$ cat config.mk
export PLATFORM = sky130hd
export DESIGN_NAME = cpu_ctrl_top
export DESIGN_NICKNAME = d
export VERILOG_FILES = /design/src/hw/cpu_ctrl_pkg.sv /design/src/hw/fault_classifier.sv /design/src/hw/interrupt_latch.sv /design/src/hw/stage_sequencer.sv /design/src/hw/cpu_ctrl_top.sv
export SDC_FILE = /design/constraint.sdc
export NUM_CORES = 1
export LEC_CHECK = 0
export ABC_AREA = 0
export BUFFER_PORTS_ARGS = -buffer_cell sky130_fd_sc_hd__buf_2
export CAP_MARGIN = 0
export CORE_UTILIZATION = 40
export DETAILED_ROUTE_END_ITERATION = 7
export GPL_TIMING_DRIVEN = 0
export PLACE_DENSITY = 0.7
export SLEW_MARGIN = 15
export SYNTH_ARGS = -nofsm -noshare
export SYNTH_HDL_FRONTEND = slang
export SYNTH_SLANG_ARGS = --single-unit
$ cat constraint.sdc
create_clock -name clk -period 1.75 [get_ports clk]
set_input_delay 0.35 -clock clk [delete_from_list [all_inputs] [get_ports clk]]
set_output_delay 0.35 -clock clk [all_outputs]
set_load 0.005 [all_outputs]
$ cat src/hw/cpu_ctrl_pkg.sv
package cpu_ctrl_pkg;

    localparam int STAGE_CYCLES = 2;             // Clock cycles spent in each stage
    localparam int NUM_STAGES   = 5;             // Stages in the ring
    localparam int STAGE_W      = 3;
    localparam int CTRL_OP_W    = 2;
    localparam int CAUSE_W      = 3;

    // Phase value of the last cycle of a stage, where faults are sampled
    localparam logic PHASE_EVAL = 1'(STAGE_CYCLES - 1);

    typedef enum logic [STAGE_W-1:0] {
        stage_fetch   = 3'd0,
        stage_decode  = 3'd1,
        stage_execute = 3'd2,
        stage_memory  = 3'd3,
        stage_control = 3'd4                     // Last stage before wrap
    } stage_e;

    // Encoding follows the control stage decode of the datapath
    typedef enum logic [CTRL_OP_W-1:0] {
        ctrl_fault   = 2'b00,
        ctrl_ext_int = 2'b01,
        ctrl_sw_int  = 2'b10,
        ctrl_normal  = 2'b11
    } ctrl_op_e;

    // RISC-V exception codes folded into three bits
    // Code 3 is the breakpoint slot and serves as the idle value here
    typedef enum logic [CAUSE_W-1:0] {
        instr_addr_misaligned = 3'd0,
        instr_access_fault    = 3'd1,
        illegal_instr         = 3'd2,
        fault_none            = 3'd3,
        load_addr_misaligned  = 3'd4,
        load_access_fault     = 3'd5,
        store_addr_misaligned = 3'd6,
        store_access_fault    = 3'd7
    } fault_cause_e;

    // Fault report from the memory system
    typedef struct packed {
        logic valid;                             // Fault present this cycle
        logic is_store;                          // Store access in memory stage
        logic is_access;                         // Access fault, else misaligned
    } mem_fault_t;

    // Interrupt strobes, pending bits and take strobes share this shape
    typedef struct packed {
        logic ext;
        logic sw;
    } int_req_t;

    typedef struct packed {
        logic         valid;
        fault_cause_e cause;
    } fault_t;

    // Successor of a stage in ring order
    function automatic stage_e next_stage(stage_e cur);
        stage_e nxt;
        if (cur == stage_e'(NUM_STAGES - 1)) begin
            nxt = stage_fetch;                   // Wrap after control
        end else begin
            nxt = stage_e'(cur + 3'd1);
        end
        return nxt;
    endfunction

endpackage

$ cat src/hw/fault_classifier.sv
`timescale 1ns/1ps

module fault_classifier (
    input  cpu_ctrl_pkg::mem_fault_t mem_fault,
    input  logic                     illegal_instr,
    input  cpu_ctrl_pkg::stage_e     stage,
    output cpu_ctrl_pkg::fault_t     fault
);

    import cpu_ctrl_pkg::*;

    logic illegal_hit;                           // Illegal instruction that counts
    logic fetch_mem_hit;                         // Memory fault during fetch
    logic data_mem_hit;                          // Memory fault during memory stage
    fault_cause_e fetch_cause;
    fault_cause_e load_cause;
    fault_cause_e store_cause;

    // The control stage never decodes and its illegal flag is stale
    assign illegal_hit   = illegal_instr && (stage != stage_control);
    assign fetch_mem_hit = mem_fault.valid && (stage == stage_fetch);
    assign data_mem_hit  = mem_fault.valid && (stage == stage_memory);

    always_comb begin
        if (mem_fault.is_access) begin
            fetch_cause = instr_access_fault;
            load_cause  = load_access_fault;
            store_cause = store_access_fault;
        end else begin
            fetch_cause = instr_addr_misaligned;
            load_cause  = load_addr_misaligned;
            store_cause = store_addr_misaligned;
        end
    end

    // Fixed priority with the illegal instruction first
    always_comb begin
        fault.valid = 1'b0;
        fault.cause = fault_none;
        if (illegal_hit) begin
            fault.valid = 1'b1;
            fault.cause = cpu_ctrl_pkg::illegal_instr;  // Port of the same name hides it
        end else if (fetch_mem_hit) begin
            fault.valid = 1'b1;
            fault.cause = fetch_cause;
        end else if (data_mem_hit) begin
            fault.valid = 1'b1;
            if (mem_fault.is_store) begin
                fault.cause = store_cause;
            end else begin
                fault.cause = load_cause;
            end
        end
    end

endmodule

$ cat src/hw/interrupt_latch.sv
`timescale 1ns/1ps

module interrupt_latch (
    input  logic                   clk,
    input  logic                   rst_n,
    input  cpu_ctrl_pkg::int_req_t int_req,
    input  cpu_ctrl_pkg::int_req_t take,
    output cpu_ctrl_pkg::int_req_t pending
);

    import cpu_ctrl_pkg::*;

    int_req_t pending_next;

    // Per-bit set/clear where the set wins over a take in the same cycle
    // A repeated strobe simply keeps the bit set
    always_comb begin
        pending_next.ext = int_req.ext | (pending.ext & ~take.ext);
        pending_next.sw  = int_req.sw  | (pending.sw  & ~take.sw);
    end

    always_ff @(posedge clk) begin
        if (!rst_n) begin
            pending <= '0;                       // Nothing pending after reset
        end else begin
            pending <= pending_next;
        end
    end

endmodule

$ cat src/hw/stage_sequencer.sv
`timescale 1ns/1ps

module stage_sequencer (
    input  logic                       clk,
    input  logic                       rst_n,
    input  cpu_ctrl_pkg::fault_t       fault,
    input  cpu_ctrl_pkg::int_req_t     pending,
    output cpu_ctrl_pkg::stage_e       stage,
    output cpu_ctrl_pkg::ctrl_op_e     control_op,
    output cpu_ctrl_pkg::fault_cause_e fault_num,
    output logic                       trap,
    output cpu_ctrl_pkg::int_req_t     take
);

    import cpu_ctrl_pkg::*;

    logic     phase;                             // 0 first cycle, 1 evaluation cycle
    logic     eval;                              // Evaluation cycle of current stage
    logic     restart;                           // Fault seen in evaluation cycle
    logic     int_sample;                        // Memory stage ends without fault
    ctrl_op_e int_op;                            // Op chosen from pending interrupts
    int_req_t take_sel;                          // Interrupt that int_op consumes

    assign eval       = (phase == PHASE_EVAL);
    assign restart    = eval && fault.valid;
    assign int_sample = eval && !fault.valid && (stage == stage_memory);

    // External interrupt ranks above software interrupt
    always_comb begin
        int_op   = ctrl_normal;
        take_sel = '0;
        if (pending.ext) begin
            int_op       = ctrl_ext_int;
            take_sel.ext = 1'b1;
        end else if (pending.sw) begin
            int_op      = ctrl_sw_int;
            take_sel.sw = 1'b1;
        end
    end

    // Latch clears the taken bit on the same edge that loads control_op
    assign take = int_sample ? take_sel : '0;

    always_ff @(posedge clk) begin
        if (!rst_n) begin
            phase <= 1'b0;
        end else if (eval) begin
            phase <= 1'b0;                       // New stage or restart at fetch
        end else begin
            phase <= phase + 1'b1;
        end
    end

    always_ff @(posedge clk) begin
        if (!rst_n) begin
            stage <= stage_fetch;
        end else if (restart) begin
            stage <= stage_fetch;                // Instruction abandoned
        end else if (eval) begin
            stage <= next_stage(stage);
        end
    end

    // Fault takes precedence over any interrupt choice
    always_ff @(posedge clk) begin
        if (!rst_n) begin
            control_op <= ctrl_normal;
        end else if (restart) begin
            control_op <= ctrl_fault;
        end else if (int_sample) begin
            control_op <= int_op;
        end
    end

    always_ff @(posedge clk) begin
        if (!rst_n) begin
            fault_num <= fault_none;
        end else if (restart) begin
            fault_num <= fault.cause;            // Held until the next fault
        end
    end

    always_ff @(posedge clk) begin
        if (!rst_n) begin
            trap <= 1'b0;
        end else begin
            trap <= restart;                     // One cycle, first fetch cycle
        end
    end

endmodule

$ cat src/hw/cpu_ctrl_top.sv
`timescale 1ns/1ps

module cpu_ctrl_top (
    input  logic                       clk,
    input  logic                       rst_n,
    input  cpu_ctrl_pkg::mem_fault_t   mem_fault,
    input  logic                       illegal_instr,
    input  cpu_ctrl_pkg::int_req_t     int_req,
    output cpu_ctrl_pkg::stage_e       stage,
    output cpu_ctrl_pkg::ctrl_op_e     control_op,
    output cpu_ctrl_pkg::fault_cause_e fault_num,
    output logic                       trap
);

    import cpu_ctrl_pkg::*;

    fault_t   fault;                             // Classified fault for this cycle
    int_req_t pending;                           // Latched interrupt requests
    int_req_t take;                              // Interrupt consumed by sequencer

    // Classifier looks at the stage the sequencer is in right now
    fault_classifier u_fault_classifier (
        .mem_fault     (mem_fault),
        .illegal_instr (illegal_instr),
        .stage         (stage),
        .fault         (fault)
    );

    interrupt_latch u_interrupt_latch (
        .clk     (clk),
        .rst_n   (rst_n),
        .int_req (int_req),
        .take    (take),
        .pending (pending)
    );

    stage_sequencer u_stage_sequencer (
        .clk        (clk),
        .rst_n      (rst_n),
        .fault      (fault),
        .pending    (pending),
        .stage      (stage),
        .control_op (control_op),
        .fault_num  (fault_num),
        .trap       (trap),
        .take       (take)
    );

endmodule

# [Yosys cells after proc, flatten, opt, wreduce, memory -nomap -nowiden]
# Cells that the tools add are included.
[totals] register_bits=12 in_bits=8 out_inout_bits=9 word_cells=46
[op_classes] addsub=2 n_eq_ne=3 mux=16 bitwise=7 n_reduce_logical=11
[ops] op="2-to-1 mux 4 bit" n=3
[ops] op="2-to-1 mux 2 bit" n=5
[ops] op="2-to-1 mux 1 bit" n=7
[ops] op="logical AND 1 bit" n=6
[ops] op="OR reduction 2 bit" n=2
[ops] op="adder 3 x 1 -> 3 bit (second input constant)" n=1
[ops] op="equality test 3 x 2 -> 1 bit (second input constant)" n=1
[ops] op="equality test 3 bit (second input constant)" n=1
[ops] op="logical NOT 3 bit" n=1
[ops] op="2-to-1 mux 3 bit" n=1
[ops] op="!= test 3 bit (second input constant)" n=1
[ops] op="inverter 1 bit" n=3
[ops] op="bitwise AND 1 bit" n=2
[ops] op="OR 1 bit" n=2
[ops] op="nonzero test 2 bit" n=1
[ops] op="adder 1 bit (second input constant)" n=1
[ops] op="logical NOT 1 bit" n=1

# [Logic depth before layout (Yosys ltp)]
[logic_depth] word_depth=12 depth_mapped=6 ltp_nobuf=6

# [Modules after synthesis]
# From an unflattened synthesis, not the netlist that was laid out.
[unflattened] cells_unflattened=69 area_unflattened_um2=648.1
[modules_own_cells] module="stage_sequencer" instances=1 cells_per_inst=49 area_each_um2=494.2 seq_area_each_um2=200.2
[modules_own_cells] module="interrupt_latch" instances=1 cells_per_inst=6 area_each_um2=82.6 seq_area_each_um2=40.0
[modules_own_cells] module="fault_classifier" instances=1 cells_per_inst=14 area_each_um2=71.3 seq_area_each_um2=0.0

# [Worst setup path after synthesis]
# OpenSTA, ideal clock, no wires.
[synth_path] path_kind="reg-to-reg" from="register u_stage_sequencer.stage[0]" to="register u_stage_sequencer.fault_num[0]" setup_ns=0.120 arrival_ns=1.377 required_time_ns=1.630 slack_ns=0.254 stages_incl_launch_ff=7 n_path_buf=0 period_less_slack_ns=1.496 path_cell_list="dfxtp_1 > inv_1 > ha_1 > a21oi_2 > o211ai_2 > and4_1 > a211o_1"
[synth_between] elab_chain_len=6 elab_cells_between_ends=10 classes_between="2 x eq/ne; 3 x mux; 5 x reduce/logical"
[synth_rtl] element="start, declared" line_no="stage_sequencer.sv:8" rtl="output cpu_ctrl_pkg::stage_e stage,"
[synth_rtl] element="start signal, assigned" line_no="stage_sequencer.sv:56" rtl="stage <= stage_fetch;"
[synth_rtl] element="start signal, assigned" line_no="stage_sequencer.sv:58" rtl="stage <= stage_fetch;"
[synth_rtl] element="start signal, assigned" line_no="stage_sequencer.sv:60" rtl="stage <= next_stage(stage);"
[synth_rtl] element="equality test 3 x 2 -> 1 bit" line_no="fault_classifier.sv:22" rtl="assign data_mem_hit = mem_fault.valid && (stage == stage_memory);"
[synth_rtl] element="logical AND 1 bit" line_no="fault_classifier.sv:22"
[synth_rtl] element="2-to-1 mux 4 bit" line_no="fault_classifier.sv:46" rtl="end else if (data_mem_hit) begin"
[synth_rtl] element="2-to-1 mux 4 bit" line_no="fault_classifier.sv:43" rtl="end else if (fetch_mem_hit) begin"
[synth_rtl] element="2-to-1 mux 4 bit *" line_no="fault_classifier.sv:40" rtl="if (illegal_hit) begin"
[synth_rtl] element="logical AND 1 bit" line_no="stage_sequencer.sv:25" rtl="assign restart = eval && fault.valid;"
[synth_rtl] element="end signal, assigned" line_no="stage_sequencer.sv:77" rtl="fault_num <= fault_none;"
[synth_rtl] element="end signal, assigned" line_no="stage_sequencer.sv:79" rtl="fault_num <= fault.cause;"
[synth_rtl] element="end, declared" line_no="stage_sequencer.sv:10" rtl="output cpu_ctrl_pkg::fault_cause_e fault_num,"
# Mark *: on every way between the ends. The rest lies on a longest branch, timed or not.
# A chain may end at the register's enable or synchronous reset.

# [Final worst setup path]
[layout_path] from="register u_stage_sequencer.stage[2]" to="register u_stage_sequencer.fault_num[0]"
# The elaborated chain is that of the path after synthesis.

==> results.py <==
metrics = {
    "global_route": {
        "grt.overflow.total": 0,
        "grt_pass1_wl_um": 1780,
        "busiest_layer": "met1",
        "grt_max_degree": 11,
        "grtUsageTotal": 0.172,
        "antenna_found_initial": 0,
        "met3_usage": 0.0170,
        "grtUsageMet1": 0.258,
        "first_global_vias": 413,
        "grt_use_met2": 0.217,
    },
    "setup_path": {
        "arrival_ns": 1.81,
        "crit_buf_inv": 1,
        "crit_slowest_cell": "dfxtp_1",
        "worstPathRequired_ns": 1.90,
        "cp_top_family": "flip-flops",
        "critPathMaxStageDelay_ns": 0.46,
        "startpoint_type": "register",
        "worstSetupPathType": "reg -> reg",
        "cp_max_fo": 7,
        "setup.worst_path.end_class": "register",
        "crit_chain": "inv_1 -> ha_1 -> nand2_1 -> o211ai_2 -> and4_1 -> a211o_1",
    },
    "routing": {
        "finalWirelength_um": 1130,
        "vias_per_cell": 5.05,
        "drtIter0Drc": 7,
        "vias": 505,
        "wire_per_inst_um": 11.3,
        "antenna_left": 0,
        "first_pass_iters": 4,
        "drcViolationCount": 0,
    },
    "pwr": {
        "seqPwrFrac": 0.547,
        "intPower_mw": 0.406,
        "power.leakage_nw": 0.320,
        "peakVddDrop_v": 0.000404,
        "pwr-share-clk": 0.302,
        "switching_share": 0.251,
        "p_per_area_nw_per_um2": 784,
        "power_frac_comb": 0.151,
        "p_sw_mw": 0.136,
    },
    "synth": {
        "synth_warnings": 0,
        "yosys.area.top_type": "dfxtp_1",
        "synthesis.area_um2": 571,
        "ys_ff_latch": 12,
        "yosysSeqAreaShare": 0.421,
        "synth_edf_count": 0,
        "yosysMostFrequentCell": "dfxtp_1",
        "synth_cell_types": 28,
        "synthFlopType": "dfxtp_1",
        "ys_top_cells_by_count": "12 x dfxtp_1, 8 x inv_1, 7 x nand2_1",
        "synth_top_area_frac": 0.421,
        "synthCells": 66,
        "ys_async_sr_fraction": 0,
        "synth_area_leaders": "dfxtp_1 42%, ha_1 6.6%, inv_1 5.3%",
        "syn_avg_cell_area_um2": 8.64,
        "syn-num-nets": 77,
    },
    "min_path": {
        "hold_class": "in -> reg",
    },
    "placement": {
        "detailedPlacementHpwl_um": 834,
        "placed_cells": 97,
        "finalWeightedCongestion": 0.757,
        "portBuffers": 16,
    },
    "clocking": {
        "cts_resized": 0,
        "ctsRootBufferMaster": "clkbuf_4",
        "cts_setup_buffers": 0,
        "clock_tree.buffer_depth": 2,
        "cts.sinks": 12,
        "cts_tree": "built",
        "h-tree-depth": 1,
        "cts_hold_buf": 0,
        "path_clk_slew_ns": 0.07,
        "cts_made_buffers": 3,
        "insertion_delay_ns": 0.27,
    },
    "finish": {
        "final_cells": 100,
        "area_growth_pct": 21.3,
        "drive_gt1_frac": 0.259,
        "diodes": 0,
        "nNetsFinal": 98,
        "fill_cells": 130,
    },
    "floorplanning": {
        "ios": 17,
        "start_util": 0.433,
        "core_area_um2": 1320,
        "die_y_um": 39.8,
        "rows": 13,
        "dieArea_um2": 1580,
        "die_w_um": 39.8,
    },
    "flow_run": {
        "maxCapViolations": 0,
    },
    "run_status": {
        "status": "complete, no violations",
    },
    "sta": {
        "hold_ws_ns": 0.302,
        "slew_headroom": 0.823,
        "fin_crit_sh": 0.945,
        "fmax_mhz": 605,
        "fin_crit_ns": 1.65,
        "setup_viol": 0,
        "skew_ns": 0.00434,
        "setup-tns-final_ns": 0,
        "hold_violations": 0,
        "rsz0062_at_grt": "no",
        "worstMarginPinSlew_ns": 0.264,
        "slew_viol_final": 0,
    },
}
tightest hold or removal path: cells and delay by family:
kind,cells,cell delay [ns]
buf+inv,1,0.08
simple gates,1,0.07
compound gates,1,0.03
stage by stage:
step	total power [mW]	cell area [µm²]	util	worst slack (ns)
floorplan	0.353	571	-	0.254
global placement	0.383	669	0.508	0.155
detailed placement	0.384	669	0.508	0.119
CTS	0.548	692	0.525	0.105
global route	0.574	692	0.525	0.0118
finish	0.542	692	0.525	0.0964
metal layers:
layer | wire [µm] | share of wire | vias up
li1 | - | - | 270
met1 | 604 | 0.53 | 227
met2 | 476 | 0.42 | 6
met3 | 34 | 0.030 | 2
met4 | 14 | 0.012 | 0
met5 | 0 | 0 | -
power by group through the flow:
stage	sequential (mW)	combinational, mW	clock, mW
2_1_floorplan	0.304	0.0489	0
3_3_place_gp	0.303	0.0806	0
3_5_place_dp	0.303	0.0813	0
4_1_cts	0.296	0.0819	0.169
5_1_grt	0.298	0.0927	0.183
6_report	0.296	0.0817	0.164
registers in the layout (all words and copies together), names as in the netlist:
register	cells
u_interrupt_latch.pending	2
u_stage_sequencer.control_op	2
u_stage_sequencer.eval	1
u_stage_sequencer.fault_num	3
u_stage_sequencer.stage	3
u_stage_sequencer.trap	1
placed cells by master, fill, tap and decap left out, types with 2 or more instances in the layout:
| cell type | netlist | final |
|---|---|---|
| dfxtp_1 | 12 | 12 |
| a21oi_1 | 4 | 4 |
| inv_1 | 8 | 8 |
| o21a_1 | 2 | 2 |
| nand2b_1 | 2 | 2 |
| clkbuf_4 | 0 | 3 |
| o221ai_1 | 2 | 2 |
| ha_1 | 3 | 3 |
| nand2_1 | 7 | 7 |
| buf_2 | 1 | 17 |
| nor2_1 | 6 | 6 |
| a211o_1 | 2 | 2 |
area by class of cell:
type / count / area [µm²] / area share
buffer: 1 / 5.00 / 0.00723
clock buffer: 3 / 22.5 / 0.0325
inverter: 8 / 30.0 / 0.0434
multi-input combinational: 45 / 295 / 0.427
sequential: 12 / 240 / 0.347
tap: 15 / 18.8 / 0.0271
timing repair buffer: 16 / 80.1 / 0.116
cell families (layout without fill, tap and decap cells):
kind of cell / after synthesis / after routing / synth area share
DFF: 12 / 12 / 0.421
muxes: 1 / 1 / 0.0175
buffers and inverters: 9 / 28 / 0.0614
and+or+nand+nor: 22 / 22 / 0.189
AOI/OAI and AO/OA: 19 / 19 / 0.246
adders and majority gates: 3 / 3 / 0.0658
path summary, 6_finish.rpt:
path                                               startpoint                                          end  slack, ns  cells after the start
hold / removal                                     int_req[1]      u_interrupt_latch.pending[1]$_SDFF_PN0_       0.30                      3
hold reg to reg   u_stage_sequencer.fault_num[0]$_SDFFE_PN1P_  u_stage_sequencer.fault_num[0]$_SDFFE_PN1P_       0.47                      1
setup reg to reg      u_stage_sequencer.stage[2]$_SDFFE_PP0P_  u_stage_sequencer.fault_num[0]$_SDFFE_PN1P_        0.1                      6
setup / recovery      u_stage_sequencer.stage[2]$_SDFFE_PP0P_  u_stage_sequencer.fault_num[0]$_SDFFE_PN1P_        0.1                      6
No activity file was read; power rests on OpenSTA's default activity.
